**config.mk**
```make
export PLATFORM = sky130hd
export DESIGN_NAME = armPipe
export DESIGN_NICKNAME = d
export VERILOG_FILES = /design/src/hdl/pipePkg.sv /design/src/hdl/regfile.sv /design/src/hdl/alu.sv /design/src/hdl/controller.sv /design/src/hdl/hazardUnit.sv /design/src/hdl/datapath.sv /design/src/hdl/armPipe.sv
export VERILOG_INCLUDE_DIRS = /design/src /design/src/hdl
export SDC_FILE = /design/constraint.sdc
export NUM_CORES = 2
export LEC_CHECK = 0
export BUFFER_PORTS_ARGS = -buffer_cell sky130_fd_sc_hd__buf_2
export CORE_MARGIN = 3
export CORE_UTILIZATION = 35
export CTS_BUF_LIST = sky130_fd_sc_hd__clkbuf_8
export CTS_CLUSTER_DIAMETER = 200
export DETAILED_ROUTE_END_ITERATION = 10
export SLEW_MARGIN = 20
export SYNTH_ARGS = -nofsm -noshare
export SYNTH_HDL_FRONTEND = slang
export SYNTH_SLANG_ARGS = --single-unit
```
**constraint.sdc**
```tcl
create_clock -name clk -period 14.75 [get_ports clk]
set_input_delay 2.95 -clock clk [delete_from_list [all_inputs] [get_ports clk]]
set_output_delay 2.95 -clock clk [all_outputs]
set_load 0.01 [all_outputs]
```
**src/hdl/pipe_defines.svh**
```systemverilog
`ifndef PIPE_DEFINES_SVH
`define PIPE_DEFINES_SVH

// Data and address width of the core
`define WORD_W 32

// Register address width, R0 to R15
`define REG_AW 4

// Byte step between sequential fetches
`define PC_STEP 4

// Pipeline view of R15 relative to the instruction address
`define R15_OFFSET 8

`endif

```
**src/hdl/pipePkg.sv**
```systemverilog
package pipePkg;

  // ALU operations
  typedef enum logic [1:0] {
    aluAdd = 2'b00,
    aluSub = 2'b01,
    aluAnd = 2'b10,
    aluOrr = 2'b11
  } aluOpT;

  // Instruction class from bits 27:26
  typedef enum logic [1:0] {
    clsDataProc = 2'b00,
    clsMemory   = 2'b01,
    clsBranch   = 2'b10
  } instrClassT;

  // Immediate forms
  localparam logic [1:0] immRot8  = 2'b00;
  localparam logic [1:0] immOff12 = 2'b01;
  localparam logic [1:0] immBr24  = 2'b10;

  // Control fields carried down the pipeline, all zero is a bubble
  typedef struct packed {
    logic       regWrite;
    logic       memWrite;
    logic       memToReg;
    logic       aluSrcImm;
    logic       branch;
    aluOpT      aluOp;
    logic [1:0] immSrc;
    logic       addOffset;
  } ctrlT;

endpackage

```
**src/hdl/regfile.sv**
```systemverilog
`timescale 1ns/1ps
`include "pipe_defines.svh"

module regfile (
  input  logic               clk,
  input  logic               we,
  input  logic [`REG_AW-1:0] ra1,
  input  logic [`REG_AW-1:0] ra2,
  input  logic [`REG_AW-1:0] wa,
  input  logic [`WORD_W-1:0] wd,
  input  logic [`WORD_W-1:0] r15,
  output logic [`WORD_W-1:0] rd1,
  output logic [`WORD_W-1:0] rd2
);

  logic [`WORD_W-1:0] regs [0:14];

  // Write on the falling edge so Decode sees it in the same cycle
  always_ff @(negedge clk) begin
    if (we && (wa != '1)) begin
      regs[wa] <= wd;
    end
  end

  // R15 comes from the PC, not the array
  assign rd1 = (ra1 == '1) ? r15 : regs[ra1];
  assign rd2 = (ra2 == '1) ? r15 : regs[ra2];

endmodule

```
**src/hdl/alu.sv**
```systemverilog
`timescale 1ns/1ps
`include "pipe_defines.svh"

module alu
  import pipePkg::*;
(
  input  logic [`WORD_W-1:0] a,
  input  logic [`WORD_W-1:0] b,
  input  aluOpT              op,
  input  logic               addOffset,
  output logic [`WORD_W-1:0] y
);

  logic               subtract;
  logic [`WORD_W-1:0] bIn;
  logic [`WORD_W-1:0] sum;

  // A set U bit always means an upward offset
  assign subtract = (op == aluSub) && !addOffset;

  // Shared adder for add, subtract and address generation
  assign bIn = subtract ? ~b : b;
  assign sum = a + bIn + {{(`WORD_W-1){1'b0}}, subtract};

  always_comb begin
    case (op)
      aluAnd:  y = a & b;
      aluOrr:  y = a | b;
      default: y = sum;
    endcase
  end

endmodule

```
**src/hdl/controller.sv**
```systemverilog
`timescale 1ns/1ps
`include "pipe_defines.svh"

module controller
  import pipePkg::*;
(
  input  logic               clk,
  input  logic               reset,
  input  logic [`WORD_W-1:0] instrD,
  input  logic               stallD,
  input  logic               flushE,
  output ctrlT               ctrlE,
  output ctrlT               ctrlM,
  output ctrlT               ctrlW
);

  ctrlT ctrlD;

  // Decode stage
  always_comb begin
    ctrlD = '0;
    case (instrClassT'(instrD[27:26]))
      clsDataProc: begin
        ctrlD.aluSrcImm = instrD[25];
        ctrlD.immSrc    = immRot8;
        ctrlD.regWrite  = 1'b1;
        case (instrD[24:21])
          4'b0100: ctrlD.aluOp = aluAdd;
          4'b0010: ctrlD.aluOp = aluSub;
          4'b0000: ctrlD.aluOp = aluAnd;
          4'b1100: ctrlD.aluOp = aluOrr;
          // Unsupported opcode becomes a bubble
          default: ctrlD.regWrite = 1'b0;
        endcase
      end
      clsMemory: begin
        // Immediate offset only, bit 25 clear
        if (!instrD[25]) begin
          ctrlD.aluSrcImm = 1'b1;
          ctrlD.immSrc    = immOff12;
          ctrlD.addOffset = instrD[23];
          ctrlD.aluOp     = instrD[23] ? aluAdd : aluSub;
          ctrlD.regWrite  = instrD[20];
          ctrlD.memToReg  = instrD[20];
          ctrlD.memWrite  = ~instrD[20];
        end
      end
      clsBranch: begin
        ctrlD.branch    = 1'b1;
        ctrlD.aluSrcImm = 1'b1;
        ctrlD.immSrc    = immBr24;
        ctrlD.aluOp     = aluAdd;
      end
      default: ctrlD = '0;
    endcase
  end

  // Execute register
  always_ff @(posedge clk) begin
    if (reset || flushE) begin
      ctrlE <= '0;
    end else if (!stallD) begin
      ctrlE <= ctrlD;
    end
  end

  // Memory and Writeback registers
  always_ff @(posedge clk) begin
    if (reset) begin
      ctrlM <= '0;
      ctrlW <= '0;
    end else begin
      ctrlM <= ctrlE;
      ctrlW <= ctrlM;
    end
  end

endmodule

```
**src/hdl/hazardUnit.sv**
```systemverilog
`timescale 1ns/1ps
`include "pipe_defines.svh"

module hazardUnit (
  input  logic [`REG_AW-1:0] ra1D,
  input  logic [`REG_AW-1:0] ra2D,
  input  logic [`REG_AW-1:0] ra1E,
  input  logic [`REG_AW-1:0] ra2E,
  input  logic [`REG_AW-1:0] waE,
  input  logic [`REG_AW-1:0] waM,
  input  logic [`REG_AW-1:0] waW,
  input  logic               regWriteM,
  input  logic               regWriteW,
  input  logic               memToRegE,
  input  logic               branchE,
  output logic [1:0]         forwardAE,
  output logic [1:0]         forwardBE,
  output logic               stallF,
  output logic               stallD,
  output logic               flushD,
  output logic               flushE
);

  logic loadStall;

  // 2'b10 Memory ALU output, 2'b01 Writeback result, 2'b00 register file
  function automatic logic [1:0] fwdSel(input logic [`REG_AW-1:0] ra);
    logic [1:0] sel;
    sel = 2'b00;
    if (regWriteM && (waM == ra) && (waM != '1)) begin
      sel = 2'b10;
    end else if (regWriteW && (waW == ra) && (waW != '1)) begin
      sel = 2'b01;
    end
    return sel;
  endfunction

  assign forwardAE = fwdSel(ra1E);
  assign forwardBE = fwdSel(ra2E);

  // Load result is not ready until Writeback
  assign loadStall = memToRegE && ((waE == ra1D) || (waE == ra2D));

  assign stallF = loadStall;
  assign stallD = loadStall;
  assign flushD = branchE;
  assign flushE = loadStall | branchE;

endmodule

```
**src/hdl/datapath.sv**
```systemverilog
`timescale 1ns/1ps
`include "pipe_defines.svh"

module datapath
  import pipePkg::*;
(
  input  logic               clk,
  input  logic               reset,
  input  logic [`WORD_W-1:0] instrF,
  input  logic [`WORD_W-1:0] readDataM,
  input  ctrlT               ctrlE,
  input  ctrlT               ctrlM,
  input  ctrlT               ctrlW,
  input  logic [1:0]         forwardAE,
  input  logic [1:0]         forwardBE,
  input  logic               stallF,
  input  logic               stallD,
  input  logic               flushD,
  input  logic               flushE,
  output logic [`WORD_W-1:0] pcF,
  output logic [`WORD_W-1:0] instrD,
  output logic [`WORD_W-1:0] aluOutM,
  output logic [`WORD_W-1:0] writeDataM,
  output logic               memWriteM,
  output logic [`REG_AW-1:0] ra1D,
  output logic [`REG_AW-1:0] ra2D,
  output logic [`REG_AW-1:0] ra1E,
  output logic [`REG_AW-1:0] ra2E,
  output logic [`REG_AW-1:0] waE,
  output logic [`REG_AW-1:0] waM,
  output logic [`REG_AW-1:0] waW
);

  // Class 2'b11 decodes to all-zero control
  localparam logic [`WORD_W-1:0] bubbleInstr = 32'h0C00_0000;

  logic [`WORD_W-1:0]   pcPlus4F, pcNextF;
  logic [`WORD_W-1:0]   pcD, r15D, rd1D, rd2D, rotImmD;
  logic [2*`WORD_W-1:0] rotPairD;
  logic                 isBranchD, isStoreD;
  logic [`WORD_W-1:0]   rd1E, rd2E, rotImmE, extImmE;
  logic [23:0]          imm24E;
  logic [`WORD_W-1:0]   srcAE, srcBE, writeDataE, aluResultE;
  logic [`WORD_W-1:0]   aluOutW, readDataW, resultW;

  // Fetch stage
  assign pcPlus4F = pcF + `PC_STEP;
  assign pcNextF  = ctrlE.branch ? aluResultE : pcPlus4F;

  always_ff @(posedge clk) begin
    if (reset) begin
      pcF <= '0;
    end else if (!stallF) begin
      pcF <= pcNextF;
    end
  end

  // Decode stage
  always_ff @(posedge clk) begin
    if (reset || flushD) begin
      instrD <= bubbleInstr;
    end else if (!stallD) begin
      instrD <= instrF;
    end
  end

  always_ff @(posedge clk) begin
    if (!stallD) begin
      pcD <= pcF;
    end
  end

  assign isBranchD = instrClassT'(instrD[27:26]) == clsBranch;
  assign isStoreD  = (instrClassT'(instrD[27:26]) == clsMemory) && !instrD[20];

  // Branches use R15 as base, stores read Rd as data
  assign ra1D = isBranchD ? '1 : instrD[19:16];
  assign ra2D = isStoreD ? instrD[15:12] : instrD[3:0];
  assign r15D = pcD + `R15_OFFSET;

  regfile i_regfile (
    .clk (clk),
    .we  (ctrlW.regWrite),
    .ra1 (ra1D),
    .ra2 (ra2D),
    .wa  (waW),
    .wd  (resultW),
    .r15 (r15D),
    .rd1 (rd1D),
    .rd2 (rd2D)
  );

  // imm8 rotated right by twice the rotate field
  assign rotPairD = {2{{(`WORD_W-8){1'b0}}, instrD[7:0]}} >> {instrD[11:8], 1'b0};
  assign rotImmD  = rotPairD[`WORD_W-1:0];

  // Execute stage
  always_ff @(posedge clk) begin
    if (!stallD) begin
      rd1E    <= rd1D;
      rd2E    <= rd2D;
      rotImmE <= rotImmD;
      imm24E  <= instrD[23:0];
      ra1E    <= ra1D;
      ra2E    <= ra2D;
      waE     <= instrD[15:12];
    end
  end

  always_comb begin
    case (ctrlE.immSrc)
      immOff12: extImmE = {{(`WORD_W-12){1'b0}}, imm24E[11:0]};
      immBr24:  extImmE = {{(`WORD_W-26){imm24E[23]}}, imm24E, 2'b00};
      default:  extImmE = rotImmE;
    endcase
  end

  // Forwarding muxes
  always_comb begin
    case (forwardAE)
      2'b01:   srcAE = resultW;
      2'b10:   srcAE = aluOutM;
      default: srcAE = rd1E;
    endcase
    case (forwardBE)
      2'b01:   writeDataE = resultW;
      2'b10:   writeDataE = aluOutM;
      default: writeDataE = rd2E;
    endcase
  end

  assign srcBE = ctrlE.aluSrcImm ? extImmE : writeDataE;

  alu i_alu (
    .a         (srcAE),
    .b         (srcBE),
    .op        (ctrlE.aluOp),
    .addOffset (ctrlE.addOffset),
    .y         (aluResultE)
  );

  // Memory stage
  always_ff @(posedge clk) begin
    aluOutM    <= aluResultE;
    writeDataM <= writeDataE;
    waM        <= waE;
  end

  assign memWriteM = ctrlM.memWrite;

  // Writeback stage
  always_ff @(posedge clk) begin
    aluOutW   <= aluOutM;
    readDataW <= readDataM;
    waW       <= waM;
  end

  assign resultW = ctrlW.memToReg ? readDataW : aluOutW;

endmodule

```
**src/hdl/armPipe.sv**
```systemverilog
`timescale 1ns/1ps
`include "pipe_defines.svh"

module armPipe
  import pipePkg::*;
(
  input  logic               clk,
  input  logic               reset,
  input  logic [`WORD_W-1:0] instrF,
  input  logic [`WORD_W-1:0] readDataM,
  output logic [`WORD_W-1:0] pcF,
  output logic               memWriteM,
  output logic [`WORD_W-1:0] aluOutM,
  output logic [`WORD_W-1:0] writeDataM
);

  logic [`WORD_W-1:0] instrD;
  ctrlT               ctrlE, ctrlM, ctrlW;
  logic [1:0]         forwardAE, forwardBE;
  logic               stallF, stallD, flushD, flushE;
  logic [`REG_AW-1:0] ra1D, ra2D, ra1E, ra2E;
  logic [`REG_AW-1:0] waE, waM, waW;

  controller i_controller (
    .clk    (clk),
    .reset  (reset),
    .instrD (instrD),
    .stallD (stallD),
    .flushE (flushE),
    .ctrlE  (ctrlE),
    .ctrlM  (ctrlM),
    .ctrlW  (ctrlW)
  );

  datapath i_datapath (
    .clk        (clk),
    .reset      (reset),
    .instrF     (instrF),
    .readDataM  (readDataM),
    .ctrlE      (ctrlE),
    .ctrlM      (ctrlM),
    .ctrlW      (ctrlW),
    .forwardAE  (forwardAE),
    .forwardBE  (forwardBE),
    .stallF     (stallF),
    .stallD     (stallD),
    .flushD     (flushD),
    .flushE     (flushE),
    .pcF        (pcF),
    .instrD     (instrD),
    .aluOutM    (aluOutM),
    .writeDataM (writeDataM),
    .memWriteM  (memWriteM),
    .ra1D       (ra1D),
    .ra2D       (ra2D),
    .ra1E       (ra1E),
    .ra2E       (ra2E),
    .waE        (waE),
    .waM        (waM),
    .waW        (waW)
  );

  // Hazard checks use the control fields of the later stages
  hazardUnit i_hazardUnit (
    .ra1D      (ra1D),
    .ra2D      (ra2D),
    .ra1E      (ra1E),
    .ra2E      (ra2E),
    .waE       (waE),
    .waM       (waM),
    .waW       (waW),
    .regWriteM (ctrlM.regWrite),
    .regWriteW (ctrlW.regWrite),
    .memToRegE (ctrlE.memToReg),
    .branchE   (ctrlE.branch),
    .forwardAE (forwardAE),
    .forwardBE (forwardBE),
    .stallF    (stallF),
    .stallD    (stallD),
    .flushD    (flushD),
    .flushE    (flushE)
  );

endmodule

```
==> flow_summary.json <==
{
  "grt_pass1_vias": 33900,
  "synth.cell_area_um2": 40700,
  "cts_made_buffers": 144,
  "start_util_pct": 35.5,
  "wl_um": 148000,
  "min_path_type": "reg -> reg",
  "grt_use_total_pct": 23.8,
  "fin_tns_setup_ns": 0,
  "num_vias": 34900,
  "rsz0062_at_grt": "no",
  "slew_headroom_pct": 22.9,
  "die_area_um2": 120000,
  "cp.required_ns": 7.75,
  "placedCellCount": 5375,
  "grt_max_degree": 149,
  "num-nets-final": 4589,
  "synth_top_area_cell": "edfxtp_1",
  "final_util_pct": 41.5,
  "fin_skew_ns": 0.0815,
  "p_leak_nw": 19.1,
  "worstMarginPinSlew_ns": 1.15,
  "fp.dieW_um": 347,
  "postRouteAntennaNets": 0,
  "setup_violations": 0,
  "synth_ff_type": "edfxtp_1",
  "cts.path.max_buffers": 3,
  "ys_seq_elements": 850,
  "ios": 163,
  "cp_data_arrival_time_ns": 2.92,
  "grt_pass1_wl_um": 214000,
  "synth_cell_type_count": 91,
  "numPortBuffers": 158,
  "hold_buffers": 0,
  "die_h_um": 347,
  "synth.top_cell.area_share_pct": 47.2,
  "drive_gt1_share_pct": 11.5,
  "cts_resized": 0,
  "yosys-top-cells-area": "edfxtp_1, dfxtp_1, nand2_1",
  "synth_edf_count": 640,
  "drv_cap": 0,
  "yosysWarnings": 0,
  "core_um2": 115000,
  "clock_latency_ns": 0.80,
  "drtIter0Drc": 4853,
  "clk_pin_slew_worst_paths_ns": 0.06,
  "htree_levels": 4,
  "instances_no_fill": 6104,
  "dp_hpwl_um": 88500,
  "wire_per_inst_um": 24.2,
  "timing.hold.ws_ns": 0.400,
  "areaGrowthSynthToFinish_pct": 17.0,
  "place_congestion": 0.951,
  "cts_tree": "done",
  "seq_area_frac_synth_pct": 57.5,
  "drt_first_pass_iters": 6,
  "syn_nets": 4026,
  "grt_overflow_total": 0,
  "drv_slew": 0,
  "worstSetupStartpointType": "flip-flop",
  "peakVddDrop_uv": 94.7,
  "synthCells": 3925,
  "antenna_found_initial": 4,
  "avgSynthCellArea_um2": 10.4,
  "post_cts_buffers": 0,
  "drt-vias-per-instance": 5.72,
  "synth-async-reset-ratio_pct": 0,
  "synth_common_cells": "nand2_1, edfxtp_1, nand3_1",
  "critPathCaptureType": "flip-flop",
  "numClockSinks": 850,
  "powerDensity_nw_per_um2": 153,
  "r2r_slack_ns": 4.83,
  "crit_fanout": 32,
  "clockRootBuffer": "clkbuf_8",
  "hold_viol_final": 0,
  "drc": 0,
  "yosysMostFrequentCell": "nand2_1",
  "outcome": "completed",
  "path_class": "reg -> reg",
  "num_rows": 124
}
## routing by layer
layer / vias up / wire length, um / track usage (%)
met5: - / 0 / 0
met4: 0 / 5220 / 10.7
met3: 341 / 16500 / 6.22
met2: 2135 / 66700 / 36.1
met1: 16800 / 59500 / 31.9
li1: 15600 / - / -
## worst paths after layout
| path | start | endpoint | depth (start not counted) |
|---|---|---|---|
| max | i_controller.ctrlW[7] | i_datapath.i_regfile.regs[2][24] | 3 |
| min | i_datapath.aluOutM[18] | i_datapath.aluOutW[18] | 0 |
| max reg2reg | i_controller.ctrlW[7] | i_datapath.i_regfile.regs[2][24] | 3 |
| min reg2reg | i_datapath.aluOutM[18] | i_datapath.aluOutW[18] | 0 |
## critical path: stages, from the launching register on
cell     delay [ns]
dfxtp_2        0.31
buf_4          0.49
mux2i_1        0.81
inv_1          0.43
## where the power goes
group	internal [mW]	switching (mW)	total [mW]
Sequential	2.98	0.183	3.16
Clock	1.27	1.32	2.59
Combinational	0.471	1.07	1.54
## stage by stage
| step | total power [mW] | cell area (um^2) | setup WS, ns |
|---|---|---|---|
| floorplan | 4.23 | 40700 | 3.77 |
| global placement | 4.89 | 43100 | 4.96 |
| detailed placement | 4.90 | 43100 | 4.94 |
| CTS | 7.30 | 47600 | 4.85 |
| global route | 7.68 | 47600 | 4.81 |
| finish | 7.30 | 47600 | 4.83 |
## final cells by class
class,count,area [um^2]
flip-flops and latches,850,23400
multi-input cells,2750,16200
inverters,35,141
repair buffers,227,1350
well taps,1512,1890
fillers,11200,67200
clock inverters,569,2350
diodes,1,2.50
clock buffers,160,2200
## cell usage in the layout, fill, tap and decap left out, types with 59 or more instances in the layout
cell      netlist  final
a311oi_1       70     70
o21ai_0       163    163
a21oi_1       140    140
buf_2           9    158
xnor2_1        81     81
buf_4           0     66
clkbuf_8        0    160
edfxtp_1      640    640
nor2_1        235    220
nand3_1       311    310
a31oi_1        59     59
nand2_1       839    837
mux2i_1       116    112
inv_1          29    557
dfxtp_1       210    206
## sequential cells by signal, summed over array words and instances (netlist names), 9 cells and up
name / cells
i_controller.ctrlE: 9
i_datapath.aluOutM: 32
i_datapath.aluOutW: 32
i_datapath.i_regfile.regs: 480
i_datapath.imm24E: 24
i_datapath.instrD: 28
i_datapath.pcD: 32
i_datapath.pcF: 32
i_datapath.rd1E: 32
i_datapath.rd2E: 32
i_datapath.readDataW: 32
i_datapath.rotImmE: 32
i_datapath.writeDataM: 32
## kinds of logic (layout without fill, tap and decap cells)
| family | Yosys count | in the layout | share of synthesized area, % |
|---|---|---|---|
| other | 0 | 1 | 0 |
| muxes | 158 | 158 | 4.10 |
| buffers and inverters | 325 | 991 | 3.06 |
| adders and majority gates | 56 | 56 | 1.61 |
| DFF | 850 | 850 | 57.5 |
| and+or+nand+nor | 1594 | 1594 | 17.1 |
| xor gates and xnor gates | 123 | 123 | 2.68 |
| AOI/OAI and AO/OA | 819 | 819 | 13.9 |
No activity file was read; power rests on OpenSTA's default activity.
